$ cat config.mk
export PLATFORM = sky130hd
export DESIGN_NAME = apf_io_top
export DESIGN_NICKNAME = d
export VERILOG_FILES = /design/src/design/apf_io_pkg.sv /design/src/design/bridge_write_decode.sv /design/src/design/rom_mask_tracker.sv /design/src/design/crom_size_tracker.sv /design/src/design/core_config_regs.sv /design/src/design/pad_layout_map.sv /design/src/design/apf_io_top.sv
export SDC_FILE = /design/constraint.sdc
export NUM_CORES = 1
export LEC_CHECK = 0
export ABC_AREA = 1
export BUFFER_PORTS_ARGS = -buffer_cell sky130_fd_sc_hd__buf_2
export CORE_MARGIN = 10
export CORE_UTILIZATION = 40
export CTS_CLUSTER_SIZE = 28
export DETAILED_ROUTE_END_ITERATION = 8
export GPL_TIMING_DRIVEN = 0
export PLACE_DENSITY = 0.66
export RECOVER_POWER = 100
export SETUP_SLACK_MARGIN = 0.5
export SYNTH_ARGS = -nofsm -noshare
export SYNTH_HDL_FRONTEND = slang
export SYNTH_HIERARCHICAL = 1
export SYNTH_SLANG_ARGS = --single-unit
$ cat constraint.sdc
create_clock -name clk_74a -period 3.4 [get_ports clk_74a]
set_input_delay 0.34 -clock clk_74a [delete_from_list [all_inputs] [get_ports clk_74a]]
set_output_delay 0.34 -clock clk_74a [all_outputs]
set_load 0.02 [all_outputs]
$ cat src/design/apf_io_pkg.sv
package apf_io_pkg;

	// bridge bus
	localparam int bridge_addr_w = 32;
	localparam int bridge_data_w = 32;

	// pads and joystick words
	localparam int num_players = 2;
	localparam int joystick_w = 32;

	// rom size masks
	localparam int mask_w = 26;
	localparam int num_rom_regions = 3;
	localparam int rom_mask_width [num_rom_regions] = '{23, 19, 24};
	localparam int crom_fill_w = 16;
	localparam int num_crom_thresholds = 8;
	// sprite rom byte sizes, 256 KiB up to 32 MiB
	localparam logic [mask_w-1:0] crom_thresholds [num_crom_thresholds] = '{
		26'h004_0000, 26'h008_0000, 26'h010_0000, 26'h020_0000,
		26'h040_0000, 26'h080_0000, 26'h100_0000, 26'h200_0000
	};

	// address map
	localparam logic [bridge_addr_w-1:0] p2_base = 32'h1000_0000;
	localparam logic [bridge_addr_w-1:0] m_base = 32'h10F8_0000;
	localparam logic [bridge_addr_w-1:0] v1_base = 32'h2000_0000;
	localparam logic [bridge_addr_w-1:0] crom_base = 32'h4000_0000;
	localparam logic [bridge_addr_w-1:0] cfg_base = 32'hF000_0000;
	localparam logic [bridge_addr_w-1:0] rtc_base = 32'hF100_0000;

	// config field offsets from cfg_base
	localparam logic [bridge_addr_w-1:0] ofs_controller_map_1 = 32'h00;
	localparam logic [bridge_addr_w-1:0] ofs_controller_map_2 = 32'h04;
	localparam logic [bridge_addr_w-1:0] ofs_dipsw = 32'h08;
	localparam logic [bridge_addr_w-1:0] ofs_system_type = 32'h0C;
	localparam logic [bridge_addr_w-1:0] ofs_memory_card_enable = 32'h10;
	localparam logic [bridge_addr_w-1:0] ofs_use_mouse = 32'h14;
	localparam logic [bridge_addr_w-1:0] ofs_video_mode = 32'h18;
	localparam logic [bridge_addr_w-1:0] ofs_ch_enable = 32'h1C;
	localparam logic [bridge_addr_w-1:0] ofs_snd_enable = 32'h20;
	localparam logic [bridge_addr_w-1:0] ofs_cart_pchip_main = 32'h24;
	localparam logic [bridge_addr_w-1:0] ofs_use_pcm = 32'h28;
	localparam logic [bridge_addr_w-1:0] ofs_cart_pchip_sub = 32'h2C;
	localparam logic [bridge_addr_w-1:0] ofs_cmc_chip = 32'h30;
	localparam logic [bridge_addr_w-1:0] ofs_screen_x_pos = 32'h34;
	localparam logic [bridge_addr_w-1:0] ofs_screen_y_pos = 32'h38;
	localparam logic [bridge_addr_w-1:0] ofs_v2_offset = 32'h3C;
	localparam logic [bridge_addr_w-1:0] ofs_cart_chip = 32'h40;
	// rtc words, offsets from rtc_base
	localparam logic [bridge_addr_w-1:0] ofs_rtc_hi = 32'h00;
	localparam logic [bridge_addr_w-1:0] ofs_rtc_lo = 32'h04;

	// non-zero reset values
	localparam logic [7:0] dipsw_rst = 8'hFF;
	localparam logic [1:0] system_type_rst = 2'd1;
	localparam logic [5:0] ch_enable_rst = 6'h3F;
	localparam logic [3:0] snd_enable_rst = 4'hF;

	typedef enum logic [1:0] {
		region_p2 = 2'd0,
		region_m = 2'd1,
		region_v1 = 2'd2
	} rom_region_e;

	// codes outside the list fall back to standard
	typedef enum logic [3:0] {
		layout_standard = 4'd0,
		layout_neogeo = 4'd1,
		layout_neogeo_cd = 4'd2
	} pad_layout_e;

	typedef struct packed {
		logic rd;
		logic wr;
		logic [bridge_addr_w-1:0] addr;
		logic [bridge_data_w-1:0] wr_data;
	} bridge_req_t;

	typedef struct packed {
		logic [num_rom_regions-1:0] rom;
		logic crom;
		logic cfg;
		logic [bridge_addr_w-1:0] addr;
		logic [bridge_data_w-1:0] data;
	} region_wr_t;

	// bit 0 is up, bit 15 is start
	typedef struct packed {
		logic start;
		logic select;
		logic r3;
		logic l3;
		logic r2;
		logic l2;
		logic r1;
		logic l1;
		logic y;
		logic x;
		logic b;
		logic a;
		logic right;
		logic left;
		logic down;
		logic up;
	} pad_keys_t;

	typedef struct packed {
		logic [3:0] controller_map_1;
		logic [3:0] controller_map_2;
		logic [7:0] dipsw;
		logic [1:0] system_type;
		logic [1:0] memory_card_enable;
		logic [1:0] use_mouse;
		logic video_mode;
		logic [5:0] ch_enable;
		logic [3:0] snd_enable;
		logic cart_pchip_main;
		logic use_pcm;
		logic [2:0] cart_pchip_sub;
		logic [1:0] cmc_chip;
		logic [31:0] screen_x_pos;
		logic [31:0] screen_y_pos;
		logic [23:0] v2_offset;
		logic [1:0] cart_chip;
		logic [63:0] rtc;
	} core_config_t;

	localparam core_config_t cfg_reset = '{
		dipsw: dipsw_rst,
		system_type: system_type_rst,
		ch_enable: ch_enable_rst,
		snd_enable: snd_enable_rst,
		default: '0
	};

endpackage

$ cat src/design/bridge_write_decode.sv
`timescale 1ns/1ps

module bridge_write_decode (
	input logic clk_74a,
	input logic reset_l_main,
	input apf_io_pkg::bridge_req_t bridge,
	output apf_io_pkg::region_wr_t wr
);
	import apf_io_pkg::*;

	logic [num_rom_regions-1:0] rom_d;
	logic crom_d;
	logic cfg_d;
	logic [num_rom_regions-1:0] rom_q;
	logic crom_q;
	logic cfg_q;
	logic [bridge_addr_w-1:0] addr_q;
	logic [bridge_data_w-1:0] data_q;

	// region map, one compare per region
	always_comb begin
		rom_d = '0;
		// p2 spans 1000_0000 to 107F_FFFF
		rom_d[region_p2] = bridge.wr && (bridge.addr[31:23] == p2_base[31:23]);
		// m spans 10F8_0000 to 10FF_FFFF
		rom_d[region_m] = bridge.wr && (bridge.addr[31:19] == m_base[31:19]);
		rom_d[region_v1] = bridge.wr && (bridge.addr[31:24] == v1_base[31:24]);
		crom_d = bridge.wr && (bridge.addr[31:28] == crom_base[31:28]);
		// exact field match happens in the register file
		cfg_d = bridge.wr && ((bridge.addr[31:24] == cfg_base[31:24]) ||
			(bridge.addr[31:24] == rtc_base[31:24]));
	end

	always_ff @(posedge clk_74a or negedge reset_l_main) begin
		if (!reset_l_main) begin
			rom_q <= '0;
			crom_q <= 1'b0;
			cfg_q <= 1'b0;
		end else begin
			rom_q <= rom_d;
			crom_q <= crom_d;
			cfg_q <= cfg_d;
		end
	end

	// payload only moves on a write
	always_ff @(posedge clk_74a) begin
		if (bridge.wr) begin
			addr_q <= bridge.addr;
			data_q <= bridge.wr_data;
		end
	end

	assign wr = '{
		rom: rom_q,
		crom: crom_q,
		cfg: cfg_q,
		addr: addr_q,
		data: data_q
	};

endmodule

$ cat src/design/rom_mask_tracker.sv
`timescale 1ns/1ps

module rom_mask_tracker #(
	parameter int region_w = 24
) (
	input logic clk_74a,
	input logic reset_l_main,
	input logic wr_strobe,
	input logic [apf_io_pkg::bridge_addr_w-1:0] wr_addr,
	output logic [apf_io_pkg::mask_w-1:0] mask
);
	import apf_io_pkg::*;

	logic [region_w-1:0] fill;

	// highest set bit and everything below it
	always_comb begin
		logic seen;
		seen = 1'b0;
		for (int i = region_w - 1; i >= 0; i--) begin
			seen = seen | wr_addr[i];
			fill[i] = seen;
		end
	end

	// last write in the region wins
	always_ff @(posedge clk_74a or negedge reset_l_main) begin
		if (!reset_l_main) begin
			mask <= '0;
		end else if (wr_strobe) begin
			mask <= mask_w'(fill);
		end
	end

endmodule

$ cat src/design/crom_size_tracker.sv
`timescale 1ns/1ps

module crom_size_tracker (
	input logic clk_74a,
	input logic reset_l_main,
	input logic wr_strobe,
	input logic [apf_io_pkg::bridge_addr_w-1:0] wr_addr,
	output logic [apf_io_pkg::mask_w-1:0] mask
);
	import apf_io_pkg::*;

	logic [mask_w-1:0] addr_q;
	logic [num_crom_thresholds-1:0] flags_q;

	// three stages: latch, compare, build mask
	always_ff @(posedge clk_74a or negedge reset_l_main) begin
		if (!reset_l_main) begin
			addr_q <= '0;
			flags_q <= '0;
			mask <= '0;
		end else begin
			if (wr_strobe) begin
				addr_q <= wr_addr[mask_w-1:0];
			end
			for (int i = 0; i < num_crom_thresholds; i++) begin
				flags_q[i] <= addr_q > crom_thresholds[i];
			end
			// flags land on bits 23:16 above a 64 KiB fill
			mask <= mask_w'({flags_q, {crom_fill_w{|flags_q}}});
		end
	end

endmodule

$ cat src/design/core_config_regs.sv
`timescale 1ns/1ps

module core_config_regs (
	input logic clk_74a,
	input logic reset_l_main,
	input apf_io_pkg::region_wr_t wr,
	input apf_io_pkg::bridge_req_t bridge,
	output logic [apf_io_pkg::bridge_data_w-1:0] rd_data,
	input logic dataslot_allcomplete,
	input logic core_reset_n,
	input apf_io_pkg::pad_keys_t p1_keys,
	output apf_io_pkg::core_config_t cfg,
	output logic [3:0] cart_pchip,
	output logic start_system
);
	import apf_io_pkg::*;

	logic [bridge_data_w-1:0] rd_next;

	// option writes, data truncated to field width
	always_ff @(posedge clk_74a or negedge reset_l_main) begin
		if (!reset_l_main) begin
			cfg <= cfg_reset;
		end else if (wr.cfg) begin
			case (wr.addr)
				cfg_base + ofs_controller_map_1: cfg.controller_map_1 <= wr.data[3:0];
				cfg_base + ofs_controller_map_2: cfg.controller_map_2 <= wr.data[3:0];
				cfg_base + ofs_dipsw: cfg.dipsw <= wr.data[7:0];
				cfg_base + ofs_system_type: cfg.system_type <= wr.data[1:0];
				cfg_base + ofs_memory_card_enable: cfg.memory_card_enable <= wr.data[1:0];
				cfg_base + ofs_use_mouse: cfg.use_mouse <= wr.data[1:0];
				cfg_base + ofs_video_mode: cfg.video_mode <= wr.data[0];
				cfg_base + ofs_ch_enable: cfg.ch_enable <= wr.data[5:0];
				cfg_base + ofs_snd_enable: cfg.snd_enable <= wr.data[3:0];
				cfg_base + ofs_cart_pchip_main: cfg.cart_pchip_main <= wr.data[0];
				cfg_base + ofs_use_pcm: cfg.use_pcm <= wr.data[0];
				cfg_base + ofs_cart_pchip_sub: cfg.cart_pchip_sub <= wr.data[2:0];
				cfg_base + ofs_cmc_chip: cfg.cmc_chip <= wr.data[1:0];
				cfg_base + ofs_screen_x_pos: cfg.screen_x_pos <= wr.data;
				cfg_base + ofs_screen_y_pos: cfg.screen_y_pos <= wr.data;
				cfg_base + ofs_v2_offset: cfg.v2_offset <= wr.data[23:0];
				cfg_base + ofs_cart_chip: cfg.cart_chip <= wr.data[1:0];
				// rtc high word first
				rtc_base + ofs_rtc_hi: cfg.rtc[63:32] <= wr.data;
				rtc_base + ofs_rtc_lo: cfg.rtc[31:0] <= wr.data;
				default: ;
			endcase
		end
	end

	// readback select, zero outside the map
	always_comb begin
		case (bridge.addr)
			cfg_base + ofs_controller_map_1: rd_next = bridge_data_w'(cfg.controller_map_1);
			cfg_base + ofs_controller_map_2: rd_next = bridge_data_w'(cfg.controller_map_2);
			cfg_base + ofs_dipsw: rd_next = bridge_data_w'(cfg.dipsw);
			cfg_base + ofs_system_type: rd_next = bridge_data_w'(cfg.system_type);
			cfg_base + ofs_memory_card_enable: rd_next = bridge_data_w'(cfg.memory_card_enable);
			cfg_base + ofs_use_mouse: rd_next = bridge_data_w'(cfg.use_mouse);
			cfg_base + ofs_video_mode: rd_next = bridge_data_w'(cfg.video_mode);
			cfg_base + ofs_ch_enable: rd_next = bridge_data_w'(cfg.ch_enable);
			cfg_base + ofs_snd_enable: rd_next = bridge_data_w'(cfg.snd_enable);
			cfg_base + ofs_cart_pchip_main: rd_next = bridge_data_w'(cfg.cart_pchip_main);
			cfg_base + ofs_use_pcm: rd_next = bridge_data_w'(cfg.use_pcm);
			cfg_base + ofs_cart_pchip_sub: rd_next = bridge_data_w'(cfg.cart_pchip_sub);
			cfg_base + ofs_cmc_chip: rd_next = bridge_data_w'(cfg.cmc_chip);
			cfg_base + ofs_screen_x_pos: rd_next = cfg.screen_x_pos;
			cfg_base + ofs_screen_y_pos: rd_next = cfg.screen_y_pos;
			cfg_base + ofs_v2_offset: rd_next = bridge_data_w'(cfg.v2_offset);
			cfg_base + ofs_cart_chip: rd_next = bridge_data_w'(cfg.cart_chip);
			rtc_base + ofs_rtc_hi: rd_next = cfg.rtc[63:32];
			rtc_base + ofs_rtc_lo: rd_next = cfg.rtc[31:0];
			default: rd_next = '0;
		endcase
	end

	// held until the next rd pulse
	always_ff @(posedge clk_74a or negedge reset_l_main) begin
		if (!reset_l_main) begin
			rd_data <= '0;
		end else if (bridge.rd) begin
			rd_data <= rd_next;
		end
	end

	// protection chip select, main flag has priority
	always_ff @(posedge clk_74a or negedge reset_l_main) begin
		if (!reset_l_main) begin
			cart_pchip <= '0;
		end else if (cfg.cart_pchip_main) begin
			cart_pchip <= 4'd2;
		end else if (cfg.cart_pchip_sub inside {[3'd1:3'd5]}) begin
			cart_pchip <= {1'b0, cfg.cart_pchip_sub} + 4'd2;
		end else begin
			cart_pchip <= '0;
		end
	end

	// holding l1 on pad 1 keeps the core parked
	always_ff @(posedge clk_74a or negedge reset_l_main) begin
		if (!reset_l_main) begin
			start_system <= 1'b0;
		end else begin
			start_system <= dataslot_allcomplete && core_reset_n && !p1_keys.l1;
		end
	end

endmodule

$ cat src/design/pad_layout_map.sv
`timescale 1ns/1ps

module pad_layout_map (
	input logic clk_74a,
	input logic reset_l_main,
	input apf_io_pkg::pad_layout_e layout,
	input apf_io_pkg::pad_keys_t keys,
	output logic [apf_io_pkg::joystick_w-1:0] joystick
);
	import apf_io_pkg::*;

	// neo geo buttons d c b a on bits 7 to 4
	logic [3:0] face;

	always_comb begin
		case (layout)
			layout_neogeo: face = {keys.a, keys.x, keys.b, keys.y};
			layout_neogeo_cd: face = {keys.x, keys.y, keys.a, keys.b};
			// standard, and unknown codes act as standard
			default: face = {keys.y, keys.x, keys.b, keys.a};
		endcase
	end

	always_ff @(posedge clk_74a or negedge reset_l_main) begin
		if (!reset_l_main) begin
			joystick <= '0;
		end else begin
			joystick <= joystick_w'({keys.select, keys.start, face,
				keys.up, keys.down, keys.left, keys.right});
		end
	end

endmodule

$ cat src/design/apf_io_top.sv
`timescale 1ns/1ps

module apf_io_top (
	input logic clk_74a,
	input logic reset_l_main,
	input apf_io_pkg::bridge_req_t bridge,
	output logic [apf_io_pkg::bridge_data_w-1:0] bridge_rd_data,
	input apf_io_pkg::pad_keys_t pad_keys [apf_io_pkg::num_players],
	input logic dataslot_allcomplete,
	input logic core_reset_n,
	output logic [apf_io_pkg::joystick_w-1:0] joystick [apf_io_pkg::num_players],
	output logic [apf_io_pkg::mask_w-1:0] p2rom_mask,
	output logic [apf_io_pkg::mask_w-1:0] mrom_mask,
	output logic [apf_io_pkg::mask_w-1:0] v1rom_mask,
	output logic [apf_io_pkg::mask_w-1:0] crom_mask,
	output apf_io_pkg::core_config_t cfg,
	output logic [3:0] cart_pchip,
	output logic start_system
);
	import apf_io_pkg::*;

	region_wr_t wr;
	logic [mask_w-1:0] rom_mask [num_rom_regions];
	pad_layout_e layout [num_players];

	bridge_write_decode i_decode (
		.clk_74a(clk_74a),
		.reset_l_main(reset_l_main),
		.bridge(bridge),
		.wr(wr)
	);

	// one tracker per linear rom region
	for (genvar g = 0; g < num_rom_regions; g++) begin : g_rom
		rom_mask_tracker #(
			.region_w(rom_mask_width[g])
		) i_mask (
			.clk_74a(clk_74a),
			.reset_l_main(reset_l_main),
			.wr_strobe(wr.rom[g]),
			.wr_addr(wr.addr),
			.mask(rom_mask[g])
		);
	end

	assign p2rom_mask = rom_mask[region_p2];
	assign mrom_mask = rom_mask[region_m];
	assign v1rom_mask = rom_mask[region_v1];

	crom_size_tracker i_crom (
		.clk_74a(clk_74a),
		.reset_l_main(reset_l_main),
		.wr_strobe(wr.crom),
		.wr_addr(wr.addr),
		.mask(crom_mask)
	);

	core_config_regs i_cfg (
		.clk_74a(clk_74a),
		.reset_l_main(reset_l_main),
		.wr(wr),
		.bridge(bridge),
		.rd_data(bridge_rd_data),
		.dataslot_allcomplete(dataslot_allcomplete),
		.core_reset_n(core_reset_n),
		.p1_keys(pad_keys[0]),
		.cfg(cfg),
		.cart_pchip(cart_pchip),
		.start_system(start_system)
	);

	// layout codes come straight from the option registers
	assign layout[0] = pad_layout_e'(cfg.controller_map_1);
	assign layout[1] = pad_layout_e'(cfg.controller_map_2);

	for (genvar p = 0; p < num_players; p++) begin : g_pad
		pad_layout_map i_pad (
			.clk_74a(clk_74a),
			.reset_l_main(reset_l_main),
			.layout(layout[p]),
			.keys(pad_keys[p]),
			.joystick(joystick[p])
		);
	end

endmodule

==> results of run 1 <==
## worst max-delay path: stages
cell,delay [ns]
dlygate4sd3_1,0.58
clkbuf_1,0.24
nand2_1,0.08
nor2_1,0.15
nand3_1,0.10
nor2_1,0.44
nand2_1,0.20
inv_1,0.11
clkbuf_1,0.72
nand2_1,0.10
nand3_1,0.13
a21oi_1,0.05
o21ai_0,0.16
## cell usage in the layout, fill, tap and decap left out, types with 5 or more instances in the layout
cell,Yosys,routed
clkinv_1,3,8
a31oi_1,24,24
buf_4,84,67
nor2_2,17,13
mux2_1,0,9
edfxtp_1,64,64
dlygate4sd3_1,0,83
inv_2,19,13
nand3_1,100,102
clkbuf_8,0,9
conb_1,6,58
nand4_1,16,17
clkbuf_4,0,16
nor2_1,160,177
a21oi_1,14,15
nand2_1,599,600
nor3_1,10,12
o21ai_0,46,221
clkbuf_16,0,49
a22o_1,10,10
nor2_4,21,8
dfstp_2,19,19
dfrtp_1,346,346
clkbuf_1,25,417
buf_2,33,85
inv_1,153,158
mux2_2,6,6
nand4_4,15,14
buf_6,6,5
clkinv_2,1,8
o21ai_1,196,23
## what timing repair did
| action | CTS | global route |
|---|---|---|
| hold endpoints to repair | 152 | 0 |
| endpoints found under the setup margin | 0 | 0 |
| hold buffers | 83 | 0 |
| setup buffers | 0 | 0 |
## through the flow
| stage | worst slack [ns] | cell area [µm²] | std cells | total power [mW] | TNS (ns) |
|---|---|---|---|---|---|
| global placement | -5.11 | 22100 | 3132 | 6.63 | -1788.76 |
| detailed placement | 0.909 | 22200 | 3136 | 6.67 | 0 |
| floorplan | 1.41 | 19200 | 2094 | 6.24 | 0 |
| global route | 0.386 | 23900 | 3309 | 12.3 | 0 |
| finish | 0.482 | 23900 | 3311 | 11.8 | 0 |
| CTS | 0.886 | 24600 | 3309 | 12.0 | 0 |
## worst min path at each step
stage | startpoint | endpoint | slack, ns | cells past startpoint
2_1_floorplan | reset_l_main | g_pad[0].i_pad/joystick[0] | 0.04 | 0
3_3_place_gp | i_crom/flags_q[4] | i_crom/mask[20] | 0.36 | 0
3_5_place_dp | reset_l_main | g_rom[0].i_mask/mask[17] | 0.35 | 1
4_1_cts | pad_keys[7] | g_pad[1].i_pad/joystick[6] | 0.001 | 3
5_1_grt | pad_keys[7] | g_pad[1].i_pad/joystick[7] | 0.02 | 3
6_report | pad_keys[7] | g_pad[1].i_pad/joystick[6] | 0.04 | 3
## power by group through the flow
stage | Clock (mW) | Sequential [mW] | Combinational [mW]
after floorplan | 0 | 5.76 | 0.480
after detailed placement | 0 | 5.72 | 0.948
final | 5.25 | 5.63 | 0.962
after CTS | 5.35 | 5.63 | 1.03
after global routing | 5.55 | 5.65 | 1.07
after global placement | 0 | 5.72 | 0.911
## cell families (layout without fill, tap and decap cells)
family / after synthesis / after routing / synth area share
other: 6 / 60 / 0.00119
AOI/OAI and AO/OA: 298 / 298 / 0.0837
adders and majority gates: 3 / 3 / 0.00198
buffers and inverters: 325 / 933 / 0.0865
DFF: 429 / 429 / 0.584
muxes: 16 / 16 / 0.0115
and+or+nand+nor: 965 / 965 / 0.231
## cell type report
type | instances | share of cell area
antenna | 2 | 0.000209
buffer | 149 | 0.0389
clock buffer | 69 | 0.0581
clock inverter | 21 | 0.00951
inverter | 176 | 0.0276
multi-input combinational | 1340 | 0.261
sequential | 429 | 0.463
tap | 607 | 0.0317
timing repair buffer | 518 | 0.110
## state kept, by name (all words and copies together) (netlist names)
signal and flops:
i_decode/cfg_q 1, i_crom/addr_q 26, i_crom/mask 9, i_cfg/rd_data 32, i_cfg/start_system 1, i_decode/crom_q 1, i_decode/addr_q 32, i_cfg/cart_pchip 4
i_cfg/cfg 194, i_decode/data_q 32, i_crom/flags_q 8, g_pad.i_pad/joystick 20, i_decode/rom_q 3, g_rom.i_mask/mask 66
## metal layers
metal / up-vias / global-route usage
li1: 7712 / -
met1: 8228 / 0.280
met2: 801 / 0.399
met3: 144 / 0.0842
met4: 0 / 0.0730
met5: - / 0
==> results.py, run 1 <==
metrics = {
    "drt": {
        "highest_layer": "met4",
        "wirelength_met1_um": 26200,
        "routedWlPerCell_um": 20.9,
        "firstDrtPassIters": 5,
        "drtAntennaViolNets": 0,
        "vias": 16900,
        "routed_wl_um": 69200,
        "post-route-drc-count": 0,
        "wl_met2_um": 33300,
        "vias_per_cell": 5.10,
        "wl_met3_um": 7350,
        "drt_iter0_drc": 1411,
    },
    "cts": {
        "cts.sinks": 429,
        "clk_path_buf_depth": 3,
        "cts_inserted_buffers": 48,
        "cts_resized": 0,
        "clk_pin_slew_ns": 0.06,
        "tritoncts": "yes",
        "clkLatencyLatePin_ns": 0.59,
        "htreeDepth": 2,
        "root_buffer": "clkbuf_16",
    },
    "timing": {
        "hold_violations": 0,
        "finalCritPeriodShare": 0.858,
        "tightest_slew_ns": 2.36,
        "fmax_mhz": 343,
        "setup_viol": 0,
        "fin_skew_ns": 0.0258,
        "whs_ns": 0.0363,
        "slew_violations": 101,
        "min_period_ns": 2.92,
        "rsz0062_at_grt": "no",
        "relSlewSlack": -0.572,
    },
    "outcome": {
        "status": "finished with violations",
        "violations": "capacitance limit, slew limit",
    },
    "finish": {
        "drive_gt1_frac": 0.127,
        "multi_input_area_um2": 6250,
        "fin_util": 0.512,
        "regArea_um2": 11100,
        "fin_nets": 2767,
        "final.fill_count": 4550,
        "synthToLayoutAreaGrowth_pct": 26.3,
    },
    "floorplanning": {
        "fp.dieW_um": 238,
        "die_h_um": 238,
        "num_io_pins": 501,
        "initial_core_util": 0.406,
        "rows": 79,
        "die_area_um2": 56500,
        "core_region_area_um2": 46800,
    },
    "synthesis": {
        "syn_area_um2": 19000,
        "yosys-top-cells-area": "dfrtp_1, nand2_1, edfxtp_1, o21ai_1, buf_4",
        "synth_edf_count": 64,
        "ys_ff_latch": 429,
        "ys_types": 45,
        "synthFlopType": "dfrtp_1",
        "synth_top_area_share": 0.457,
        "async_reset_ff_frac": 0.851,
        "synth_common_cells": "nand2_1, dfrtp_1, o21ai_1",
        "yosysMostFrequentCell": "nand2_1",
        "yosysWarnings": 6,
        "synth_area_leader_cell": "dfrtp_1",
        "syn-mean-instance-area_um2": 9.28,
        "syn_inst": 2042,
        "yosysSeqAreaShare": 0.584,
    },
    "power": {
        "p_clk_frac": 0.444,
        "pwr-share-seq": 0.475,
        "switching_power_mw": 2.97,
        "power_density_nw_per_um2": 495,
        "p_sw_frac": 0.251,
        "ir_worst_vdd_v": 0.000430,
        "p_comb_frac": 0.081,
        "leakage_nw": 11.1,
        "internal-power_mw": 8.87,
    },
    "global_routing": {
        "grt_usage": 0.237,
        "grt-ovfl-total": 0,
        "antenna_found_initial": 0,
        "grt_max_degree": 114,
        "grt_first_pass_wirelength_um": 103000,
        "grt_pass1_vias": 16900,
    },
    "placement": {
        "detailed_place_hpwl_um": 50900,
        "place.gp.congestion": 0.913,
        "portBuffers": 431,
    },
    "worst_setup_path": {
        "cp-start-kind": "input pin",
        "critPathLaunch": "bridge[63]",
        "critical_path_class": "input pin to register",
        "r2r_setup_slack_ns": 0.56,
        "r2r_cells": 7,
        "reg2reg_to": "i_cfg/cfg[95]",
        "crit-reg2reg-launch": "i_decode/addr_q[18]",
        "cp-end-kind": "register",
        "critPathMaxFanout": 10,
        "crit_end": "i_cfg/rd_data[27]",
        "arrival_ns": 3.41,
        "worst_ep_required_time_ns": 3.89,
    },
    "hold_path": {
        "hold_class": "input pin to register",
    },
    "job": {
        "cap_violations": 2,
    },
}
Note: power is estimated with default switching activity, not from simulation.
==> run 2, diff against run 1 <==
--- a/config.mk
+++ b/config.mk
@@ -14,6 +14,7 @@
 export GPL_TIMING_DRIVEN = 0
 export PLACE_DENSITY = 0.66
 export RECOVER_POWER = 100
+export REMOVE_ABC_BUFFERS = 1
 export SETUP_SLACK_MARGIN = 0.5
 export SYNTH_ARGS = -nofsm -noshare
 export SYNTH_HDL_FRONTEND = slang
==> run 2 against run 1 <==
Effect of this change: the run still ends with capacitance limit, slew limit left; clock skew down 0.0025 ns; maximum frequency down 0.77%; combinational power down 7.3%; first-iteration DRC count down 27%; global-route usage down 2.0 points; worst hold slack better by 0.0071 ns; critical path type unchanged; core utilization down 1.9 points; routed wire length down 8.5%; via count down 5.5%; final cell count down 4.3%; register-to-register slack worse by 0.07 ns; critical endpoint is now i_cfg/rd_data[3].
==> results.py, run 2 (synthesis results as in run 1) <==
metrics = {
    "finish": {
        "top_register": "i_cfg/cfg",
        "largest_reg_flops": 194,
        "final_common_cell": "nand2_1",
        "drive_gt1_frac": 0.0863,
        "fin_nets": 2626,
        "synthToLayoutAreaGrowth_pct": 21.6,
        "final.fill_count": 4561,
        "regArea_um2": 11100,
        "reg_top3": "i_cfg/cfg x194, g_rom.i_mask/mask x66",
        "fin_util": 0.493,
        "final_cell_mix": "nand2_1, clkbuf_1, dfrtp_1",
        "multi_input_area_um2": 6260,
    },
    "timing": {
        "finalCritPeriodShare": 0.865,
        "fin_skew_ns": 0.0233,
        "min_period_ns": 2.94,
        "relSlewSlack": -0.265,
        "fmax_mhz": 340,
        "rsz0062_at_grt": "no",
        "setup_viol": 0,
        "slew_violations": 133,
        "hold_violations": 0,
        "whs_ns": 0.0434,
        "tightest_slew_ns": 1.90,
    },
    "floorplanning": {
        "die_area_um2": 56500,
        "core_region_area_um2": 46800,
        "initial_core_util": 0.406,
        "fp.dieW_um": 238,
        "rows": 79,
        "num_io_pins": 501,
        "die_h_um": 238,
    },
    "global_routing": {
        "grt_usage": 0.217,
        "grt_max_degree": 114,
        "grt_first_pass_wirelength_um": 95700,
        "grt-ovfl-total": 0,
        "grt_pass1_vias": 16000,
        "antenna_found_initial": 2,
    },
    "worst_setup_path": {
        "cp-start-kind": "input pin",
        "worst_ep_required_time_ns": 3.91,
        "critical_path_class": "input pin to register",
        "critPathMaxFanout": 29,
        "arrival_ns": 3.45,
        "cp-end-kind": "register",
    },
    "cts": {
        "cts.sinks": 429,
        "tritoncts": "yes",
        "htreeDepth": 2,
        "root_buffer": "clkbuf_16",
        "clk_pin_slew_ns": 0.05,
        "cts_inserted_buffers": 48,
        "cts_resized": 0,
        "clkLatencyLatePin_ns": 0.59,
        "clk_path_buf_depth": 3,
    },
    "power": {
        "leakage_nw": 10.5,
        "power_density_nw_per_um2": 509,
        "total_power_mw": 11.7,
        "ir_worst_vdd_v": 0.000415,
    },
    "job": {
        "cap_violations": 2,
    },
    "outcome": {
        "violations": "capacitance limit, slew limit",
        "status": "finished with violations",
    },
    "drt": {
        "vias_per_cell": 5.04,
        "routed_wl_um": 63300,
        "drtAntennaViolNets": 0,
        "vias": 16000,
        "drt_iter0_drc": 1034,
        "post-route-drc-count": 0,
        "firstDrtPassIters": 5,
        "routedWlPerCell_um": 20.0,
    },
    "placement": {
        "place.gp.congestion": 0.885,
        "portBuffers": 431,
        "detailed_place_hpwl_um": 44300,
    },
    "hold_path": {
        "hold_class": "input pin to register",
    },
}
==> run 2: cell count changes in the layout (fill, tap and decap cells not counted), moves of 4 or more <==
cell | before | now
buf_4 | 67 | 0
buf_2 | 85 | 52
clkbuf_1 | 417 | 399
clkbuf_4 | 16 | 1
o21ai_0 | 221 | 227
buf_6 | 5 | 0
clkinv_1 | 8 | 3
clkinv_2 | 8 | 3
o21ai_1 | 23 | 18
dlygate4sd3_1 | 83 | 87
==> run 2: per-stage QoR <==
step                      worst slack, ns  cell area [µm²]  TNS [ns]  std cells
after floorplan                     0.867            18200         0       1945
after global placement              -5.14            21100  -1823.55       2983
after detailed placement            0.238            21300         0       2991
after CTS                           0.763            23800         0       3167
after global routing                0.278            23100         0       3167
final                               0.459            23100         0       3169
==> run 2: path summary, 6_finish.rpt <==
path | from | endpoint | slack, ns | cells past startpoint
max | bridge[40] | i_cfg/rd_data[3] | 0.46 | 15
min | pad_keys[20] | g_pad[0].i_pad/joystick[4] | 0.04 | 3
max reg2reg | i_decode/addr_q[22] | g_rom[0].i_mask/mask[0] | 0.49 | 12
min reg2reg | i_crom/flags_q[4] | i_crom/mask[20] | 0.38 | 0
max in group asynchronous | reset_l_main | i_cfg/cfg[170] | 0.68 | 4
min in group asynchronous | reset_l_main | g_rom[0].i_mask/mask[13] | 0.81 | 2
==> run 2: power breakdown <==
group	total [mW]	internal, mW	switching [mW]
combinational	0.892	0.266	0.625
clock	5.24	3.09	2.15
sequential	5.61	5.46	0.152
==> run 2: layout make-up <==
| class | instances | area share |
|---|---|---|
| Multi-Input combinational cell | 1340 | 0.272 |
| Antenna cell | 2 | 0.000217 |
| Timing Repair Buffer | 526 | 0.117 |
| Clock inverter | 10 | 0.00629 |
| Clock buffer | 79 | 0.0629 |
| Sequential cell | 429 | 0.480 |
| Inverter | 176 | 0.0288 |
| Tap cell | 607 | 0.0329 |
==> run 2: routing by layer <==
metal / routed length, µm / GRT usage / up-vias
li1: - / - / 7411
met1: 25100 / 0.260 / 7800
met2: 30000 / 0.358 / 646
met3: 6410 / 0.0773 / 101
met4: 1810 / 0.0699 / 0
met5: 0 / 0 / -
==> run 2: worst max-delay path: stages <==
cell,delay [ns]
dlygate4sd3_1,0.54
clkbuf_1,0.14
inv_1,0.06
nand2_1,0.05
nor2_1,0.09
nand2_1,0.41
nor2_1,0.42
nand2_1,0.17
inv_2,0.66
nand2_1,0.12
nand2_1,0.12
nor2_1,0.06
nand3b_1,0.07
nand2_1,0.05
nand2_1,0.09
==> run 2: repair_timing <==
action / 4_1_cts / 5_1_grt
hold buffers: 87 / 0
endpoints found under the hold margin: 158 / 0
setup buffers: 0 / 0
==> run 3, diff against run 2 <==
--- a/config.mk
+++ b/config.mk
@@ -7,12 +7,14 @@
 export LEC_CHECK = 0
 export ABC_AREA = 1
 export BUFFER_PORTS_ARGS = -buffer_cell sky130_fd_sc_hd__buf_2
+export CELL_PAD_IN_SITES_DETAIL_PLACEMENT = 1
+export CELL_PAD_IN_SITES_GLOBAL_PLACEMENT = 1
 export CORE_MARGIN = 10
 export CORE_UTILIZATION = 40
 export CTS_CLUSTER_SIZE = 28
 export DETAILED_ROUTE_END_ITERATION = 8
 export GPL_TIMING_DRIVEN = 0
-export PLACE_DENSITY = 0.66
+export PLACE_DENSITY = 0.84
 export RECOVER_POWER = 100
 export REMOVE_ABC_BUFFERS = 1
 export SETUP_SLACK_MARGIN = 0.5
==> run 3 against run 2 <==
Effect of this change: the run still ends with capacitance limit, slew limit left; final area is 0.11% lower; largest power group unchanged; highest routed layer is now met5; combinational power is 5.4% higher; critical endpoint is now g_rom[2].i_mask/mask[0]; power is 2.0% higher.
==> results.py, run 3 (synthesis results as in run 1) <==
metrics = {
    "global_routing": {
        "grt_max_degree": 115,
        "grt_first_pass_wirelength_um": 116000,
        "grt_pass1_vias": 18800,
        "grt_usage": 0.266,
        "antenna_found_initial": 6,
        "grt-ovfl-total": 0,
    },
    "finish": {
        "top_register": "i_cfg/cfg",
        "final_cell_mix": "nand2_1, clkbuf_1, dfrtp_1",
        "final_area_um2": 23000,
        "fin_nets": 2623,
        "final_common_cell": "nand2_1",
        "regArea_um2": 11100,
        "synthToLayoutAreaGrowth_pct": 21.5,
        "final.fill_count": 5638,
        "drive_gt1_frac": 0.0895,
        "largest_reg_flops": 194,
        "reg_top3": "i_cfg/cfg x194, g_rom.i_mask/mask x66",
        "multi_input_area_um2": 6310,
    },
    "drt": {
        "routedWlPerCell_um": 24.8,
        "routed_wl_um": 78400,
        "vias_per_cell": 5.37,
        "drtAntennaViolNets": 0,
        "vias": 17000,
        "firstDrtPassIters": 5,
        "post-route-drc-count": 0,
        "drt_iter0_drc": 1236,
    },
    "cts": {
        "cts.sinks": 429,
        "htreeDepth": 2,
        "clk_path_buf_depth": 3,
        "cts_setup_buffers": 0,
        "root_buffer": "clkbuf_16",
        "tritoncts": "yes",
        "clk_pin_slew_ns": 0.06,
        "cts_inserted_buffers": 48,
        "clkLatencyLatePin_ns": 0.61,
    },
    "floorplanning": {
        "rows": 79,
        "num_io_pins": 501,
        "fp.dieW_um": 238,
        "initial_core_util": 0.406,
        "die_area_um2": 56500,
        "die_h_um": 238,
        "core_region_area_um2": 46800,
    },
    "worst_setup_path": {
        "critPathLaunch": "i_decode/addr_q[22]",
        "critPathMaxFanout": 5,
        "cp-start-kind": "register",
        "reg2reg_to": "g_rom[2].i_mask/mask[0]",
        "worst_ep_required_time_ns": 3.90,
        "crit-reg2reg-launch": "i_decode/addr_q[22]",
        "critical_path_class": "register to register",
        "r2r_setup_slack_ns": 0.37,
        "cp-end-kind": "register",
        "crit_end": "g_rom[2].i_mask/mask[0]",
        "arrival_ns": 3.53,
        "r2r_cells": 14,
    },
    "timing": {
        "finalCritPeriodShare": 0.891,
        "rsz0062_at_grt": "yes",
        "setup_viol": 0,
        "fmax_mhz": 330,
        "hold_violations": 0,
        "fin_skew_ns": 0.0452,
        "min_period_ns": 3.03,
        "tightest_slew_ns": 1.92,
        "whs_ns": 0.0384,
        "slew_violations": 253,
        "relSlewSlack": -0.280,
    },
    "power": {
        "ir_worst_vdd_v": 0.000333,
        "leakage_nw": 10.5,
        "power_density_nw_per_um2": 520,
    },
    "placement": {
        "place_area_um2": 21300,
        "portBuffers": 431,
        "place.gp.congestion": 0.858,
        "detailed_place_hpwl_um": 50700,
    },
    "outcome": {
        "violations": "capacitance limit, slew limit",
        "status": "finished with violations",
    },
    "hold_path": {
        "hold_class": "input pin to register",
        "min_from": "pad_keys[23]",
    },
    "job": {
        "cap_violations": 3,
    },
}
[run 3: through the flow]
stage | cells | total power [mW] | setup slack (ns) | TNS [ns] | utilization
floorplan | 1945 | 6.18 | 0.867 | 0 | -
global placement | 2983 | 6.56 | -5.13 | -1815.77 | 0.451
detailed placement | 2990 | 6.64 | 0.271 | 0 | 0.456
CTS | 3162 | 12.0 | 0.608 | 0 | 0.508
global route | 3166 | 12.4 | 0.222 | 0 | 0.492
finish | 3169 | 12.0 | 0.372 | 0 | 0.493
[run 3: area by class of cell]
class | instances | area share
Multi-Input combinational cell | 1343 | 0.274
Timing Repair Buffer | 520 | 0.113
Tap cell | 607 | 0.0330
Clock inverter | 24 | 0.00994
Sequential cell | 429 | 0.481
Antenna cell | 4 | 0.000435
Inverter | 176 | 0.0287
Clock buffer | 66 | 0.0599
[run 3: how the worst min path moves through the flow]
| stage | depth (start not counted) | to |
|---|---|---|
| global placement | 0 | i_crom/mask[16] |
| finish | 3 | g_pad[0].i_pad/joystick[6] |
| global route | 3 | g_pad[0].i_pad/joystick[6] |
| CTS | 3 | i_decode/cfg_q |
| detailed placement | 1 | g_rom[0].i_mask/mask[14] |
| floorplan | 0 | g_pad[0].i_pad/joystick[0] |
[run 3: layer usage]
layer | GRT usage | vias up | wire length [µm]
met2 | 0.458 | 709 | 38900
met1 | 0.292 | 8668 | 28800
li1 | - | 7405 | -
met3 | 0.0839 | 245 | 6550
met4 | 0.136 | 4 | 4150
met5 | 0.00260 | - | 27
[run 3: report_power, final]
part | leakage (nW) | switching [mW] | total [mW] | internal [mW]
combinational | 4.20 | 0.681 | 0.940 | 0.259
sequential | 5.50 | 0.174 | 5.63 | 5.46
clock | 0.800 | 2.31 | 5.40 | 3.09
[run 3: worst max-delay path, stage by stage (launching register included)]
cell and delay [ns]:
edfxtp_1 0.48, nor2_1 0.34, nand4_4 0.13, nor2_1 0.29, nand4_4 0.13, nor2_1 0.30
nand4_4 0.15, nor2_4 0.16, nand4_4 0.09, nor2_1 0.34, nand4_4 0.16, nor2_4 0.16
nand3_1 0.08, nand2_1 0.07, inv_1 0.03
[run 3: repair_timing]
item | 4_1_cts | 5_1_grt
hold endpoints to repair | 134 | 0
hold buffers | 82 | 0
setup endpoints to repair | 0 | 32
resized for setup | 0 | 4
